## config.mk

```make
export PLATFORM = sky130hd
export DESIGN_NAME = id_decode
export DESIGN_NICKNAME = d
export VERILOG_FILES = /design/src/decode_pkg.sv /design/src/mips_isa_pkg.sv /design/src/instr_fields_if.sv /design/src/id_decode.sv /design/src/hilo_excp_dec.sv /design/src/operand_use_dec.sv /design/src/branch_cond_dec.sv /design/src/main_ctrl_dec.sv /design/src/alu_ctrl_dec.sv
export SDC_FILE = /design/constraint.sdc
export NUM_CORES = 1
export LEC_CHECK = 0
export ABC_AREA = 1
export BUFFER_PORTS_ARGS = -buffer_cell sky130_fd_sc_hd__buf_4
export CORE_MARGIN = 2
export CORE_UTILIZATION = 49
export DETAILED_ROUTE_END_ITERATION = 7
export PLACE_DENSITY = 0.9
export SLEW_MARGIN = 15
export SYNTH_ARGS = -nofsm -noshare
export SYNTH_HDL_FRONTEND = slang
export SYNTH_SLANG_ARGS = --single-unit
```

## constraint.sdc

```tcl
create_clock -name vclk -period 2.25
set_clock_uncertainty 0.15 [all_clocks]
set_input_delay 0.1125 -clock vclk [all_inputs]
set_output_delay 0.1125 -clock vclk [all_outputs]
set_load 0.005 [all_outputs]
```

## src/decode_pkg.sv

```systemverilog
`default_nettype none

package decode_pkg;

	// class of operation handed from the main decoder to the alu decoder
	typedef enum logic [3:0] {
		aluop_r_type,
		aluop_addi,
		aluop_addiu,
		aluop_slti,
		aluop_sltiu,
		aluop_andi,
		aluop_ori,
		aluop_xori,
		aluop_lui,
		aluop_mem,
		aluop_mtc0,
		aluop_mfc0,
		aluop_none
	} alu_op_e;

	typedef enum logic [4:0] {
		alu_add,
		alu_addu,
		alu_sub,
		alu_subu,
		alu_and,
		alu_or,
		alu_xor,
		alu_nor,
		alu_slt,
		alu_sltu,
		alu_sll,
		alu_srl,
		alu_sra,
		alu_sllv,
		alu_srlv,
		alu_srav,
		alu_movn,
		alu_movz,
		alu_mfhi,
		alu_mflo,
		alu_lui,
		alu_mtc0,
		alu_mfc0,
		alu_nop
	} alu_ctrl_e;

	// comparison done by the branch unit
	typedef enum logic [2:0] {
		bc_none = 3'd0,
		bc_eq   = 3'd1,
		bc_ne   = 3'd2,
		bc_lez  = 3'd3,
		bc_gtz  = 3'd4,
		bc_ltz  = 3'd5,
		bc_gez  = 3'd6
	} branch_cond_e;

	typedef enum logic [1:0] {
		dst_rd = 2'd0,
		dst_rt = 2'd1,
		dst_ra = 2'd2
	} reg_dst_e;

endpackage

`default_nettype wire

```

## src/mips_isa_pkg.sv

```systemverilog
`default_nettype none

package mips_isa_pkg;

	localparam int unsigned instr_w = 32;
	localparam int unsigned op_w = 6;
	localparam int unsigned funct_w = 6;
	localparam int unsigned reg_addr_w = 5;

	// link target of jal, jalr and the and-link branches
	localparam logic [reg_addr_w-1:0] ra_reg = 5'd31;

	// eret is cop0 with the co bit and funct 6'h18
	localparam logic [25:0] eret_low = 26'h2000018;

	typedef enum logic [op_w-1:0] {
		op_r_type = 6'b000000,
		op_regimm = 6'b000001,
		op_j      = 6'b000010,
		op_jal    = 6'b000011,
		op_beq    = 6'b000100,
		op_bne    = 6'b000101,
		op_blez   = 6'b000110,
		op_bgtz   = 6'b000111,
		op_addi   = 6'b001000,
		op_addiu  = 6'b001001,
		op_slti   = 6'b001010,
		op_sltiu  = 6'b001011,
		op_andi   = 6'b001100,
		op_ori    = 6'b001101,
		op_xori   = 6'b001110,
		op_lui    = 6'b001111,
		op_cop0   = 6'b010000,
		op_lb     = 6'b100000,
		op_lh     = 6'b100001,
		op_lwl    = 6'b100010,
		op_lw     = 6'b100011,
		op_lbu    = 6'b100100,
		op_lhu    = 6'b100101,
		op_lwr    = 6'b100110,
		op_sb     = 6'b101000,
		op_sh     = 6'b101001,
		op_swl    = 6'b101010,
		op_sw     = 6'b101011,
		op_swr    = 6'b101110,
		op_ll     = 6'b110000
	} opcode_e;

	typedef enum logic [funct_w-1:0] {
		fn_sll     = 6'h00,
		fn_srl     = 6'h02,
		fn_sra     = 6'h03,
		fn_sllv    = 6'h04,
		fn_srlv    = 6'h06,
		fn_srav    = 6'h07,
		fn_jr      = 6'h08,
		fn_jalr    = 6'h09,
		fn_movz    = 6'h0a,
		fn_movn    = 6'h0b,
		fn_syscall = 6'h0c,
		fn_break   = 6'h0d,
		fn_mfhi    = 6'h10,
		fn_mthi    = 6'h11,
		fn_mflo    = 6'h12,
		fn_mtlo    = 6'h13,
		fn_mult    = 6'h18,
		fn_multu   = 6'h19,
		fn_div     = 6'h1a,
		fn_divu    = 6'h1b,
		fn_add     = 6'h20,
		fn_addu    = 6'h21,
		fn_sub     = 6'h22,
		fn_subu    = 6'h23,
		fn_and     = 6'h24,
		fn_or      = 6'h25,
		fn_xor     = 6'h26,
		fn_nor     = 6'h27,
		fn_slt     = 6'h2a,
		fn_sltu    = 6'h2b
	} funct_e;

	// rt field under regimm
	typedef enum logic [reg_addr_w-1:0] {
		ri_bltz   = 5'b00000,
		ri_bgez   = 5'b00001,
		ri_bltzal = 5'b10000,
		ri_bgezal = 5'b10001
	} regimm_e;

	// rs field under cop0
	typedef enum logic [reg_addr_w-1:0] {
		cop0_mfc0 = 5'b00000,
		cop0_mtc0 = 5'b00100,
		cop0_co   = 5'b10000
	} cop0_rs_e;

endpackage

`default_nettype wire
```

## src/instr_fields_if.sv

```systemverilog
`timescale 1ns/100ps
`default_nettype none

interface instr_fields_if;

	logic [mips_isa_pkg::instr_w-1:0] instr;
	logic [mips_isa_pkg::op_w-1:0] op;
	logic [mips_isa_pkg::funct_w-1:0] funct;
	logic [mips_isa_pkg::reg_addr_w-1:0] rs;
	logic [mips_isa_pkg::reg_addr_w-1:0] rt;
	logic [mips_isa_pkg::reg_addr_w-1:0] rd;
	logic [mips_isa_pkg::reg_addr_w-1:0] shamt;

	// slicing side
	modport src (output instr, op, funct, rs, rt, rd, shamt);

	// decoder side
	modport dec (input instr, op, funct, rs, rt, rd, shamt);

endinterface

`default_nettype wire

```

## src/id_decode.sv

```systemverilog
`timescale 1ns/100ps
`default_nettype none

module id_decode (
	input wire [mips_isa_pkg::instr_w-1:0] instr,
	input wire [mips_isa_pkg::instr_w-1:0] instr_next,
	output decode_pkg::alu_ctrl_e alu_control,
	output logic [mips_isa_pkg::reg_addr_w-1:0] write_reg,
	output decode_pkg::reg_dst_e reg_dst,
	output decode_pkg::branch_cond_e branch_cond,
	output logic reg_write,
	output logic is_imm,
	output logic mem_to_reg,
	output logic mem_read,
	output logic mem_write,
	output logic reserved_instr,
	output logic is_mfc,
	output logic read_rs,
	output logic read_rt,
	output logic sign_ext,
	output logic cp0_write,
	output logic cp0_read,
	output logic eret,
	output logic break_excp,
	output logic syscall,
	output logic hilo_read,
	output logic hilo_write,
	output logic div_mul_en,
	output logic single_issue
);

	instr_fields_if fields_if ();

	// field split
	assign fields_if.instr = instr;
	assign fields_if.op = instr[31:26];
	assign fields_if.rs = instr[25:21];
	assign fields_if.rt = instr[20:16];
	assign fields_if.rd = instr[15:11];
	assign fields_if.shamt = instr[10:6];
	assign fields_if.funct = instr[5:0];

	main_ctrl_dec main_ctrl_dec_i (
		.fields(fields_if),
		.alu_control(alu_control),
		.write_reg(write_reg),
		.reg_write(reg_write),
		.reg_dst(reg_dst),
		.is_imm(is_imm),
		.mem_to_reg(mem_to_reg),
		.mem_read(mem_read),
		.mem_write(mem_write),
		.reserved_instr(reserved_instr),
		.is_mfc(is_mfc)
	);

	branch_cond_dec branch_cond_dec_i (
		.fields(fields_if),
		.branch_cond(branch_cond)
	);

	operand_use_dec operand_use_dec_i (
		.fields(fields_if),
		.read_rs(read_rs),
		.read_rt(read_rt)
	);

	hilo_excp_dec hilo_excp_dec_i (
		.fields(fields_if),
		.instr_next(instr_next),
		.sign_ext(sign_ext),
		.cp0_write(cp0_write),
		.cp0_read(cp0_read),
		.eret(eret),
		.break_excp(break_excp),
		.syscall(syscall),
		.hilo_read(hilo_read),
		.hilo_write(hilo_write),
		.div_mul_en(div_mul_en),
		.single_issue(single_issue)
	);

endmodule

`default_nettype wire

```

## src/hilo_excp_dec.sv

```systemverilog
`timescale 1ns/100ps
`default_nettype none

module hilo_excp_dec (
	instr_fields_if.dec fields,
	input wire [mips_isa_pkg::instr_w-1:0] instr_next,
	output logic sign_ext,
	output logic cp0_write,
	output logic cp0_read,
	output logic eret,
	output logic break_excp,
	output logic syscall,
	output logic hilo_read,
	output logic hilo_write,
	output logic div_mul_en,
	output logic single_issue
);

	logic is_r_type;
	logic is_cop0;

	assign is_r_type = fields.op == mips_isa_pkg::op_r_type;
	assign is_cop0 = fields.op == mips_isa_pkg::op_cop0;

	// andi, ori, xori and lui zero-extend
	assign sign_ext = fields.op[5:2] != 4'b0011;

	assign cp0_write = is_cop0 && fields.rs == mips_isa_pkg::cop0_mtc0;
	assign cp0_read = is_cop0 && fields.rs == mips_isa_pkg::cop0_mfc0;
	assign eret = is_cop0 && fields.rs == mips_isa_pkg::cop0_co;

	assign break_excp = is_r_type && fields.funct == mips_isa_pkg::fn_break;
	assign syscall = is_r_type && fields.funct == mips_isa_pkg::fn_syscall;

	always_comb begin
		div_mul_en = 1'b0;
		hilo_read = 1'b0;
		hilo_write = 1'b0;
		case (fields.funct)
			mips_isa_pkg::fn_mult, mips_isa_pkg::fn_multu, mips_isa_pkg::fn_div,
			mips_isa_pkg::fn_divu: begin
				div_mul_en = is_r_type;
				hilo_write = is_r_type;
			end
			mips_isa_pkg::fn_mthi, mips_isa_pkg::fn_mtlo: hilo_write = is_r_type;
			mips_isa_pkg::fn_mfhi, mips_isa_pkg::fn_mflo: hilo_read = is_r_type;
			default: hilo_read = 1'b0;
		endcase
	end

	// these block dual issue with the partner slot
	always_comb begin
		case (fields.op)
			mips_isa_pkg::op_r_type: single_issue = hilo_write;
			mips_isa_pkg::op_lw, mips_isa_pkg::op_lb, mips_isa_pkg::op_lbu,
			mips_isa_pkg::op_lh, mips_isa_pkg::op_lhu, mips_isa_pkg::op_lwl,
			mips_isa_pkg::op_lwr, mips_isa_pkg::op_ll, mips_isa_pkg::op_sw,
			mips_isa_pkg::op_sb, mips_isa_pkg::op_sh, mips_isa_pkg::op_swl,
			mips_isa_pkg::op_swr: single_issue = 1'b1;
			mips_isa_pkg::op_cop0: single_issue = cp0_write;
			default: single_issue = 1'b0;
		endcase
		// nothing to pair with
		if (instr_next == '0) begin
			single_issue = 1'b0;
		end
	end

endmodule

`default_nettype wire

```

## src/operand_use_dec.sv

```systemverilog
`timescale 1ns/100ps
`default_nettype none

module operand_use_dec (
	instr_fields_if.dec fields,
	output logic read_rs,
	output logic read_rt
);

	always_comb begin
		read_rs = 1'b0;
		read_rt = 1'b0;
		case (fields.op)
			mips_isa_pkg::op_r_type: begin
				case (fields.funct)
					mips_isa_pkg::fn_add, mips_isa_pkg::fn_addu, mips_isa_pkg::fn_sub,
					mips_isa_pkg::fn_subu, mips_isa_pkg::fn_and, mips_isa_pkg::fn_or,
					mips_isa_pkg::fn_xor, mips_isa_pkg::fn_nor, mips_isa_pkg::fn_slt,
					mips_isa_pkg::fn_sltu, mips_isa_pkg::fn_sllv, mips_isa_pkg::fn_srlv,
					mips_isa_pkg::fn_srav, mips_isa_pkg::fn_movn, mips_isa_pkg::fn_movz,
					mips_isa_pkg::fn_mult, mips_isa_pkg::fn_multu, mips_isa_pkg::fn_div,
					mips_isa_pkg::fn_divu: begin
						read_rs = 1'b1;
						read_rt = 1'b1;
					end
					// shift amount comes from shamt
					mips_isa_pkg::fn_sll, mips_isa_pkg::fn_srl, mips_isa_pkg::fn_sra: begin
						read_rt = 1'b1;
					end
					mips_isa_pkg::fn_jr, mips_isa_pkg::fn_jalr, mips_isa_pkg::fn_mthi,
					mips_isa_pkg::fn_mtlo: begin
						read_rs = 1'b1;
					end
					default: read_rs = 1'b0;
				endcase
			end
			mips_isa_pkg::op_addi, mips_isa_pkg::op_addiu, mips_isa_pkg::op_slti,
			mips_isa_pkg::op_sltiu, mips_isa_pkg::op_andi, mips_isa_pkg::op_ori,
			mips_isa_pkg::op_xori, mips_isa_pkg::op_blez, mips_isa_pkg::op_bgtz,
			mips_isa_pkg::op_lw, mips_isa_pkg::op_lb, mips_isa_pkg::op_lbu,
			mips_isa_pkg::op_lh, mips_isa_pkg::op_lhu, mips_isa_pkg::op_lwl,
			mips_isa_pkg::op_lwr, mips_isa_pkg::op_ll: begin
				read_rs = 1'b1;
			end
			mips_isa_pkg::op_beq, mips_isa_pkg::op_bne, mips_isa_pkg::op_sw,
			mips_isa_pkg::op_sb, mips_isa_pkg::op_sh, mips_isa_pkg::op_swl,
			mips_isa_pkg::op_swr: begin
				read_rs = 1'b1;
				read_rt = 1'b1;
			end
			mips_isa_pkg::op_regimm: begin
				case (fields.rt)
					mips_isa_pkg::ri_bltz, mips_isa_pkg::ri_bgez, mips_isa_pkg::ri_bltzal,
					mips_isa_pkg::ri_bgezal: read_rs = 1'b1;
					default: read_rs = 1'b0;
				endcase
			end
			// mtc0 moves gpr rt into cp0
			mips_isa_pkg::op_cop0: read_rt = fields.rs == mips_isa_pkg::cop0_mtc0;
			default: read_rs = 1'b0;
		endcase

		if (fields.instr == '0) begin
			read_rs = 1'b0;
			read_rt = 1'b0;
		end
	end

endmodule

`default_nettype wire

```

## src/branch_cond_dec.sv

```systemverilog
`timescale 1ns/100ps
`default_nettype none

module branch_cond_dec (
	instr_fields_if.dec fields,
	output decode_pkg::branch_cond_e branch_cond
);

	always_comb begin
		case (fields.op)
			mips_isa_pkg::op_beq: branch_cond = decode_pkg::bc_eq;
			mips_isa_pkg::op_bne: branch_cond = decode_pkg::bc_ne;
			mips_isa_pkg::op_blez: branch_cond = decode_pkg::bc_lez;
			mips_isa_pkg::op_bgtz: branch_cond = decode_pkg::bc_gtz;
			mips_isa_pkg::op_regimm: begin
				// unknown rt falls back to ltz, reserved flag covers it
				case (fields.rt)
					mips_isa_pkg::ri_bgez, mips_isa_pkg::ri_bgezal: begin
						branch_cond = decode_pkg::bc_gez;
					end
					default: branch_cond = decode_pkg::bc_ltz;
				endcase
			end
			default: branch_cond = decode_pkg::bc_none;
		endcase
	end

endmodule

`default_nettype wire

```

## src/main_ctrl_dec.sv

```systemverilog
`timescale 1ns/100ps
`default_nettype none

module main_ctrl_dec (
	instr_fields_if.dec fields,
	output decode_pkg::alu_ctrl_e alu_control,
	output logic [mips_isa_pkg::reg_addr_w-1:0] write_reg,
	output logic reg_write,
	output decode_pkg::reg_dst_e reg_dst,
	output logic is_imm,
	output logic mem_to_reg,
	output logic mem_read,
	output logic mem_write,
	output logic reserved_instr,
	output logic is_mfc
);

	decode_pkg::alu_op_e alu_op;

	alu_ctrl_dec alu_ctrl_dec_i (
		.alu_op(alu_op),
		.funct(fields.funct),
		.alu_control(alu_control)
	);

	always_comb begin
		alu_op = decode_pkg::aluop_none;
		write_reg = fields.rd;
		reg_write = 1'b0;
		reg_dst = decode_pkg::dst_rd;
		is_imm = 1'b0;
		mem_to_reg = 1'b0;
		mem_read = 1'b0;
		mem_write = 1'b0;
		reserved_instr = 1'b0;
		is_mfc = 1'b0;

		case (fields.op)
			mips_isa_pkg::op_r_type: begin
				case (fields.funct)
					mips_isa_pkg::fn_add, mips_isa_pkg::fn_addu, mips_isa_pkg::fn_sub,
					mips_isa_pkg::fn_subu, mips_isa_pkg::fn_and, mips_isa_pkg::fn_or,
					mips_isa_pkg::fn_xor, mips_isa_pkg::fn_nor, mips_isa_pkg::fn_slt,
					mips_isa_pkg::fn_sltu, mips_isa_pkg::fn_sll, mips_isa_pkg::fn_srl,
					mips_isa_pkg::fn_sra, mips_isa_pkg::fn_sllv, mips_isa_pkg::fn_srlv,
					mips_isa_pkg::fn_srav, mips_isa_pkg::fn_movn, mips_isa_pkg::fn_movz,
					mips_isa_pkg::fn_mfhi, mips_isa_pkg::fn_mflo: begin
						alu_op = decode_pkg::aluop_r_type;
						reg_write = 1'b1;
					end
					// no gpr result
					mips_isa_pkg::fn_jr, mips_isa_pkg::fn_mult, mips_isa_pkg::fn_multu,
					mips_isa_pkg::fn_div, mips_isa_pkg::fn_divu, mips_isa_pkg::fn_mthi,
					mips_isa_pkg::fn_mtlo, mips_isa_pkg::fn_syscall,
					mips_isa_pkg::fn_break: begin
						alu_op = decode_pkg::aluop_r_type;
					end
					mips_isa_pkg::fn_jalr: begin
						alu_op = decode_pkg::aluop_r_type;
						reg_write = 1'b1;
						reg_dst = decode_pkg::dst_ra;
						write_reg = mips_isa_pkg::ra_reg;
					end
					// unknown funct still claims rd
					default: begin
						reserved_instr = 1'b1;
						reg_write = 1'b1;
					end
				endcase
			end
			mips_isa_pkg::op_addi, mips_isa_pkg::op_addiu, mips_isa_pkg::op_slti,
			mips_isa_pkg::op_sltiu, mips_isa_pkg::op_andi, mips_isa_pkg::op_ori,
			mips_isa_pkg::op_xori, mips_isa_pkg::op_lui: begin
				reg_write = 1'b1;
				reg_dst = decode_pkg::dst_rt;
				is_imm = 1'b1;
				write_reg = fields.rt;
				case (fields.op)
					mips_isa_pkg::op_addi: alu_op = decode_pkg::aluop_addi;
					mips_isa_pkg::op_addiu: alu_op = decode_pkg::aluop_addiu;
					mips_isa_pkg::op_slti: alu_op = decode_pkg::aluop_slti;
					mips_isa_pkg::op_sltiu: alu_op = decode_pkg::aluop_sltiu;
					mips_isa_pkg::op_andi: alu_op = decode_pkg::aluop_andi;
					mips_isa_pkg::op_ori: alu_op = decode_pkg::aluop_ori;
					mips_isa_pkg::op_xori: alu_op = decode_pkg::aluop_xori;
					default: alu_op = decode_pkg::aluop_lui;
				endcase
			end
			mips_isa_pkg::op_lw, mips_isa_pkg::op_lb, mips_isa_pkg::op_lbu,
			mips_isa_pkg::op_lh, mips_isa_pkg::op_lhu, mips_isa_pkg::op_lwl,
			mips_isa_pkg::op_lwr, mips_isa_pkg::op_ll: begin
				alu_op = decode_pkg::aluop_mem;
				reg_write = 1'b1;
				reg_dst = decode_pkg::dst_rt;
				is_imm = 1'b1;
				write_reg = fields.rt;
				mem_to_reg = 1'b1;
				mem_read = 1'b1;
			end
			mips_isa_pkg::op_sw, mips_isa_pkg::op_sb, mips_isa_pkg::op_sh,
			mips_isa_pkg::op_swl, mips_isa_pkg::op_swr: begin
				alu_op = decode_pkg::aluop_mem;
				is_imm = 1'b1;
				mem_write = 1'b1;
			end
			mips_isa_pkg::op_beq, mips_isa_pkg::op_bne, mips_isa_pkg::op_blez,
			mips_isa_pkg::op_bgtz, mips_isa_pkg::op_j: begin
				alu_op = decode_pkg::aluop_none;
			end
			mips_isa_pkg::op_regimm: begin
				case (fields.rt)
					mips_isa_pkg::ri_bltzal, mips_isa_pkg::ri_bgezal: begin
						reg_write = 1'b1;
						reg_dst = decode_pkg::dst_ra;
						write_reg = mips_isa_pkg::ra_reg;
					end
					mips_isa_pkg::ri_bltz, mips_isa_pkg::ri_bgez: begin
						reg_write = 1'b0;
					end
					default: reserved_instr = 1'b1;
				endcase
			end
			mips_isa_pkg::op_jal: begin
				reg_write = 1'b1;
				reg_dst = decode_pkg::dst_ra;
				write_reg = mips_isa_pkg::ra_reg;
			end
			mips_isa_pkg::op_cop0: begin
				case (fields.rs)
					mips_isa_pkg::cop0_mtc0: alu_op = decode_pkg::aluop_mtc0;
					mips_isa_pkg::cop0_mfc0: begin
						alu_op = decode_pkg::aluop_mfc0;
						reg_write = 1'b1;
						reg_dst = decode_pkg::dst_rt;
						write_reg = fields.rt;
						is_mfc = 1'b1;
					end
					// only an exact eret is legal here
					default: reserved_instr = fields.instr[25:0] != mips_isa_pkg::eret_low;
				endcase
			end
			default: reserved_instr = 1'b1;
		endcase

		// nop word
		if (fields.instr == '0) begin
			alu_op = decode_pkg::aluop_none;
			reg_write = 1'b0;
			reg_dst = decode_pkg::dst_rd;
			is_imm = 1'b0;
			mem_to_reg = 1'b0;
			mem_read = 1'b0;
			mem_write = 1'b0;
		end
	end

endmodule

`default_nettype wire

```

## src/alu_ctrl_dec.sv

```systemverilog
`timescale 1ns/100ps
`default_nettype none

module alu_ctrl_dec (
	input wire decode_pkg::alu_op_e alu_op,
	input wire [mips_isa_pkg::funct_w-1:0] funct,
	output decode_pkg::alu_ctrl_e alu_control
);

	always_comb begin
		case (alu_op)
			decode_pkg::aluop_r_type: begin
				case (funct)
					mips_isa_pkg::fn_add: alu_control = decode_pkg::alu_add;
					mips_isa_pkg::fn_addu: alu_control = decode_pkg::alu_addu;
					mips_isa_pkg::fn_sub: alu_control = decode_pkg::alu_sub;
					mips_isa_pkg::fn_subu: alu_control = decode_pkg::alu_subu;
					mips_isa_pkg::fn_and: alu_control = decode_pkg::alu_and;
					mips_isa_pkg::fn_or: alu_control = decode_pkg::alu_or;
					mips_isa_pkg::fn_xor: alu_control = decode_pkg::alu_xor;
					mips_isa_pkg::fn_nor: alu_control = decode_pkg::alu_nor;
					mips_isa_pkg::fn_slt: alu_control = decode_pkg::alu_slt;
					mips_isa_pkg::fn_sltu: alu_control = decode_pkg::alu_sltu;
					mips_isa_pkg::fn_sll: alu_control = decode_pkg::alu_sll;
					mips_isa_pkg::fn_srl: alu_control = decode_pkg::alu_srl;
					mips_isa_pkg::fn_sra: alu_control = decode_pkg::alu_sra;
					mips_isa_pkg::fn_sllv: alu_control = decode_pkg::alu_sllv;
					mips_isa_pkg::fn_srlv: alu_control = decode_pkg::alu_srlv;
					mips_isa_pkg::fn_srav: alu_control = decode_pkg::alu_srav;
					mips_isa_pkg::fn_movn: alu_control = decode_pkg::alu_movn;
					mips_isa_pkg::fn_movz: alu_control = decode_pkg::alu_movz;
					mips_isa_pkg::fn_mfhi: alu_control = decode_pkg::alu_mfhi;
					mips_isa_pkg::fn_mflo: alu_control = decode_pkg::alu_mflo;
					// jumps, mul/div, hi/lo writes and traps use no alu
					default: alu_control = decode_pkg::alu_nop;
				endcase
			end
			decode_pkg::aluop_addi: alu_control = decode_pkg::alu_add;
			decode_pkg::aluop_addiu: alu_control = decode_pkg::alu_addu;
			decode_pkg::aluop_slti: alu_control = decode_pkg::alu_slt;
			decode_pkg::aluop_sltiu: alu_control = decode_pkg::alu_sltu;
			decode_pkg::aluop_andi: alu_control = decode_pkg::alu_and;
			decode_pkg::aluop_ori: alu_control = decode_pkg::alu_or;
			decode_pkg::aluop_xori: alu_control = decode_pkg::alu_xor;
			decode_pkg::aluop_lui: alu_control = decode_pkg::alu_lui;
			// address calc, base plus offset
			decode_pkg::aluop_mem: alu_control = decode_pkg::alu_addu;
			decode_pkg::aluop_mtc0: alu_control = decode_pkg::alu_mtc0;
			decode_pkg::aluop_mfc0: alu_control = decode_pkg::alu_mfc0;
			default: alu_control = decode_pkg::alu_nop;
		endcase
	end

endmodule

`default_nettype wire

```

# Word-level counts from Yosys, hierarchy flattened
# Memory sizes are Yosys's and may differ from the RTL's.
# Cells that the tools add are included.
[totals]
reg_bits = 0
romBits = 320
in_bits = 64
out_inout_bits = 34
word_cells = 156
n_memories = 1
[classes]
eq_ne = 76
n_mux = 45
reduce_logical = 34
[mem_list]
columns = ["memory", "depth", "width", "read_ports", "rd_ports_with_merged_regs", "write_ports", "line_no", "rtl"]
rows = [
  ["(name not given)", 64, 5, 1, 0, 0, "alu_ctrl_dec.sv:13", "case (funct)"],
]
[op_table]
columns = ["cell", "n"]
rows = [
  ["6-bit == test (second input constant)", 23],
  ["6-bit by 4-bit == test with 1-bit output (second input constant)", 14],
  ["32-bit logical NOT", 2],
  ["5-bit case mux with 11 select lines", 1],
  ["6-bit by 5-bit == test with 1-bit output (second input constant)", 9],
  ["6-bit by 3-bit == test with 1-bit output (second input constant)", 7],
  ["30-bit OR reduction", 1],
  ["4-bit case mux with 7 select lines", 1],
  ["27-bit OR reduction", 1],
  ["26-bit inequality test (second input constant)", 1],
  ["5-bit case mux with 5 select lines", 1],
  ["6-bit by 2-bit == test with 1-bit output (second input constant)", 4],
  ["1-bit 2-to-1 mux", 24],
  ["24-bit OR reduction", 1],
  ["23-bit OR reduction", 1],
  ["22-bit OR reduction", 1],
  ["21-bit OR reduction", 1],
  ["17-bit OR reduction", 1],
  ["4-bit by 3-bit == test with 1-bit output (second input constant)", 4],
  ["4-bit == test (second input constant)", 4],
  ["4-bit case mux with 4 select lines", 1],
  ["16-bit OR reduction", 1],
  ["8-bit OR reduction", 2],
  ["5-bit == test (second input constant)", 3],
  ["25 further kinds", 46],
]

# Logic depth before layout (Yosys ltp)
[logic_depth]
word_depth = 8
depth_mapped = 15
mapped_depth_nobuf = 15

# Cells and area by module
# A second synthesis with hierarchy kept.
[unflattened]
hier_cells = 491
hier_area_um2 = 2342.2
[by_module_without_submodules]
columns = ["module", "n_inst", "cells_per_inst", "area_per_inst_um2", "seq_area_each_um2"]
rows = [
  ["main_ctrl_dec", 1, 206, 1032.2, 0.0],
  ["operand_use_dec", 1, 97, 419.2, 0.0],
  ["alu_ctrl_dec", 1, 79, 390.4, 0.0],
  ["hilo_excp_dec", 1, 82, 390.4, 0.0],
  ["branch_cond_dec", 1, 27, 110.1, 0.0],
]

# Worst setup path after synthesis
# No wires, ideal clock.
[synth_timing]
path_kind = "input port to output port"
from = "input instr[0] (netlist bit)"
to = "output alu_control[2]"
arrival_ns = 1.354
required_time_ns = 1.987
path_slack_ns = 0.634
stages = 15
n_path_buf = 0
cell_sequence = "inv_1 -> ha_1 -> inv_1 -> nand2_1 -> nand2_1 -> o21ai_0 -> nand2_1 -> nand3_1 -> nor2_1 -> nand2_2 -> nand2_2 -> nor2_2 -> nor2_1 -> nor2_1 -> nand2_1"
[synth_via]
elab_chain_cells = 8
elab_cells_between_ends = 50
classes_between = "40 x eq/ne; 4 x mux; 5 x reduce/logical; 1 x memory"
[synth_rtl]
columns = ["element", "line_no", "rtl"]
rows = [
  ["start: declaration", "id_decode.sv:5", "input wire [mips_isa_pkg::instr_w-1:0] instr,"],
  ["6-bit == test (tied with other cells)", "main_ctrl_dec.sv:40", "case (fields.funct)"],
  ["30-bit OR reduction (no source line)", "--", ""],
  ["4-bit 2-to-1 mux", "main_ctrl_dec.sv:40", ""],
  ["4-bit case mux with 4 select lines", "main_ctrl_dec.sv:38", "case (fields.op)"],
  ["4-bit 2-to-1 mux", "main_ctrl_dec.sv:146", "if (fields.instr == '0) begin"],
  ["4-bit == test or 4-bit by 2-bit == test with 1-bit output (tied branches)", "alu_ctrl_dec.sv:11", "case (alu_op)"],
  ["2-bit OR reduction (no source line)", "--", ""],
  ["5-bit case mux with 11 select lines (*)", "alu_ctrl_dec.sv:11", ""],
  ["end: declaration", "id_decode.sv:7", "output decode_pkg::alu_ctrl_e alu_control,"],
]
# Mark *: on every way between the ends. The rest lies on a longest branch, timed or not.

# Worst setup path in the final report
[layout_timing]
from = "input instr[0] (netlist bit)"
to = "output alu_control[3]"
# Same word-level chain as after synthesis.

==> flow_summary.toml <==
[floorplan]
initial_core_util_pct = 51.3
die_w_um = 60.5
num_rows = 20
core-area_um2 = 3050
die_h_um = 60.5
dieArea_um2 = 3660
ios = 98

[final_layout]
diodes = 0
numSequentialCells = 0
drive_above_1_share_pct = 38.3
layout_common_cells = "100 x buf_4, 56 x nand2_1, 38 x inv_1"
layout_commonest_cell = "buf_4"
seq_area_um2 = 0
area_delta_synth_final_pct = 52.0
fin_util_pct = 78.0
n_clock_buffer = 0
nets = 461

[drt]
dr.pass1.iters = 4
drt-total-wl_mm = 5.82
vias = 2400
post_drt_wl_per_cell_um = 13.4
drt_iter0_drc = 118
drc = 0
vias_per_cell = 5.54
antenna_left = 0

[yosys]
synthDistinctLibCells = 40
syn_inst = 293
syn_nets = 363
synth_top_family_by_area = "simple AND/OR/NAND/NOR gates"
synthMuxAreaShare_pct = 0
yosysSeqAreaShare_pct = 0
synth_fa_ha_area_share_pct = 4.80
synth_compound_area_share_pct = 20.5
ys.warnings.count = 0
synth_xor_area_share_pct = 0
synthSimpleGateAreaFrac_pct = 60.5
syn_avg_cell_area_um2 = 5.34
synthesis.area_um2 = 1570

[setup_path]
cp-start-kind = "input port"
worstSetupEndpoint = "alu_control[3]"
crit_start = "instr[0]"
critical_path_class = "in -> out"
cp_max_fo = 5
cp_data_required_time_ns = 1.99
crit_path_end_kind = "output port"
critical_path_arrival_ns = 1.84

[grt]
grt_pass1_vias = 2102
grt_pass1_wl_mm = 8.75
grt_usage_pct = 30.1
grt_max_degree = 10
antenna_found_initial = 0
grt-ovfl-total = 0

[timing]
clock.fmax_mhz = 475
max-slew-margin-rel_pct = 73.3
period_share_pct = 93.6
setup_viol_count_final = 0
hold_ws_ns = 0.356
hold_viol = 0
slew_viol_final = 0
finalCriticalPeriod_ns = 2.11
tns_ns = 0
worst_pin_slew_ns = 0.396

[outcome]
status = "completed"

[hold_path]
hp-class = "in -> out"
min_from = "instr[14]"

[clock_tree]
cts_resized = 0
cts-hold-fix-buffers = 0
postCtsSetupBuffers = 0

[pwr]
power_mw = 0.414
max-vdd-ir-drop_mv = 0.102
leakagePower_nw = 1.25
powerDensity_nw_per_um2 = 174

[placed_design]
hpwlAfterDp_mm = 4.91
gp_congestion = 0.996
port_buffers = 98

[run]
cap_violations = 0
## power by group
part,internal [mW],total (mW),leakage (nW),switching (mW)
combinational,0.196,0.414,1.25,0.218
clock,0,0,0,0
sequential,0,0,0,0
## worst min-delay path by stage
stage	endpoint	slack, ns	cells after the start
6_report	write_reg[3]	0.36	4
5_1_grt	write_reg[3]	0.37	4
4_1_cts	write_reg[3]	0.36	4
3_5_place_dp	write_reg[3]	0.36	4
3_3_place_gp	write_reg[3]	0.36	4
2_1_floorplan	cp0_read	0.12	1
## per-stage QoR
stage	area, um2	setup slack, ns	cells
2_1_floorplan	1570	0.634	293
3_3_place_gp	2340	0.145	433
3_5_place_dp	2340	0.0979	433
4_1_cts	2340	0.0947	433
5_1_grt	2380	-0.00146	433
6_report	2380	0.143	433
## Yosys cell counts, types with 2 or more instances
cell type / count / area share, %
o21ai_1: 2 / 0.64
nor2_1: 38 / 9.1
o21ai_0: 15 / 4.8
nand3_1: 27 / 8.6
o22ai_1: 4 / 1.6
a21oi_1: 7 / 2.2
nand2_4: 2 / 1.4
a22oi_1: 3 / 1.4
nor2_2: 9 / 3.6
o211ai_1: 6 / 2.9
ha_1: 6 / 4.8
nand2_2: 6 / 2.4
nand4_1: 12 / 4.8
inv_2: 10 / 2.4
nor4_1: 11 / 4.4
nor3_1: 5 / 1.6
inv_1: 40 / 9.6
buf_4: 3 / 1.4
nand2_1: 57 / 14
nor2_4: 6 / 4.3
nand3_2: 3 / 1.9
nor3b_1: 3 / 1.4
## worst max-delay path, cell delays in order
cell and delay (ns):
buf_4 0.14, clkinvlp_4 0.16, ha_2 0.25, inv_1 0.07, nand2_2 0.07, nand3_1 0.11, nand2_1 0.07, nor2_1 0.09
nand2_1 0.07, nor2_2 0.09, nand2_2 0.09, nand2_2 0.11, inv_2 0.07, nand4_1 0.11, nand3_1 0.10, buf_4 0.15
## cell type report
class / count / area (um2)
Multi-Input combinational cell: 238 / 1380
Timing Repair Buffer: 100 / 751
Fill cell: 289 / 673
Inverter: 51 / 198
Tap cell: 44 / 55.1
## cell families (layout without fill, tap and decap cells)
family,after synthesis,after routing
AND/OR/NAND/NOR,183,183
adder cells (fa/ha/maj),6,6
buffers and inverters,55,151
AO/OA/AOI/OAI,49,49
## layer usage
metal	global-route usage (%)	wire length [um]	up-vias
met5	0	0	-
met4	2.80	56	0
met3	4.05	715	8
met2	54.3	2710	146
met1	39.8	2330	1054
li1	-	-	1192
Power figures use the tool's default switching activity.
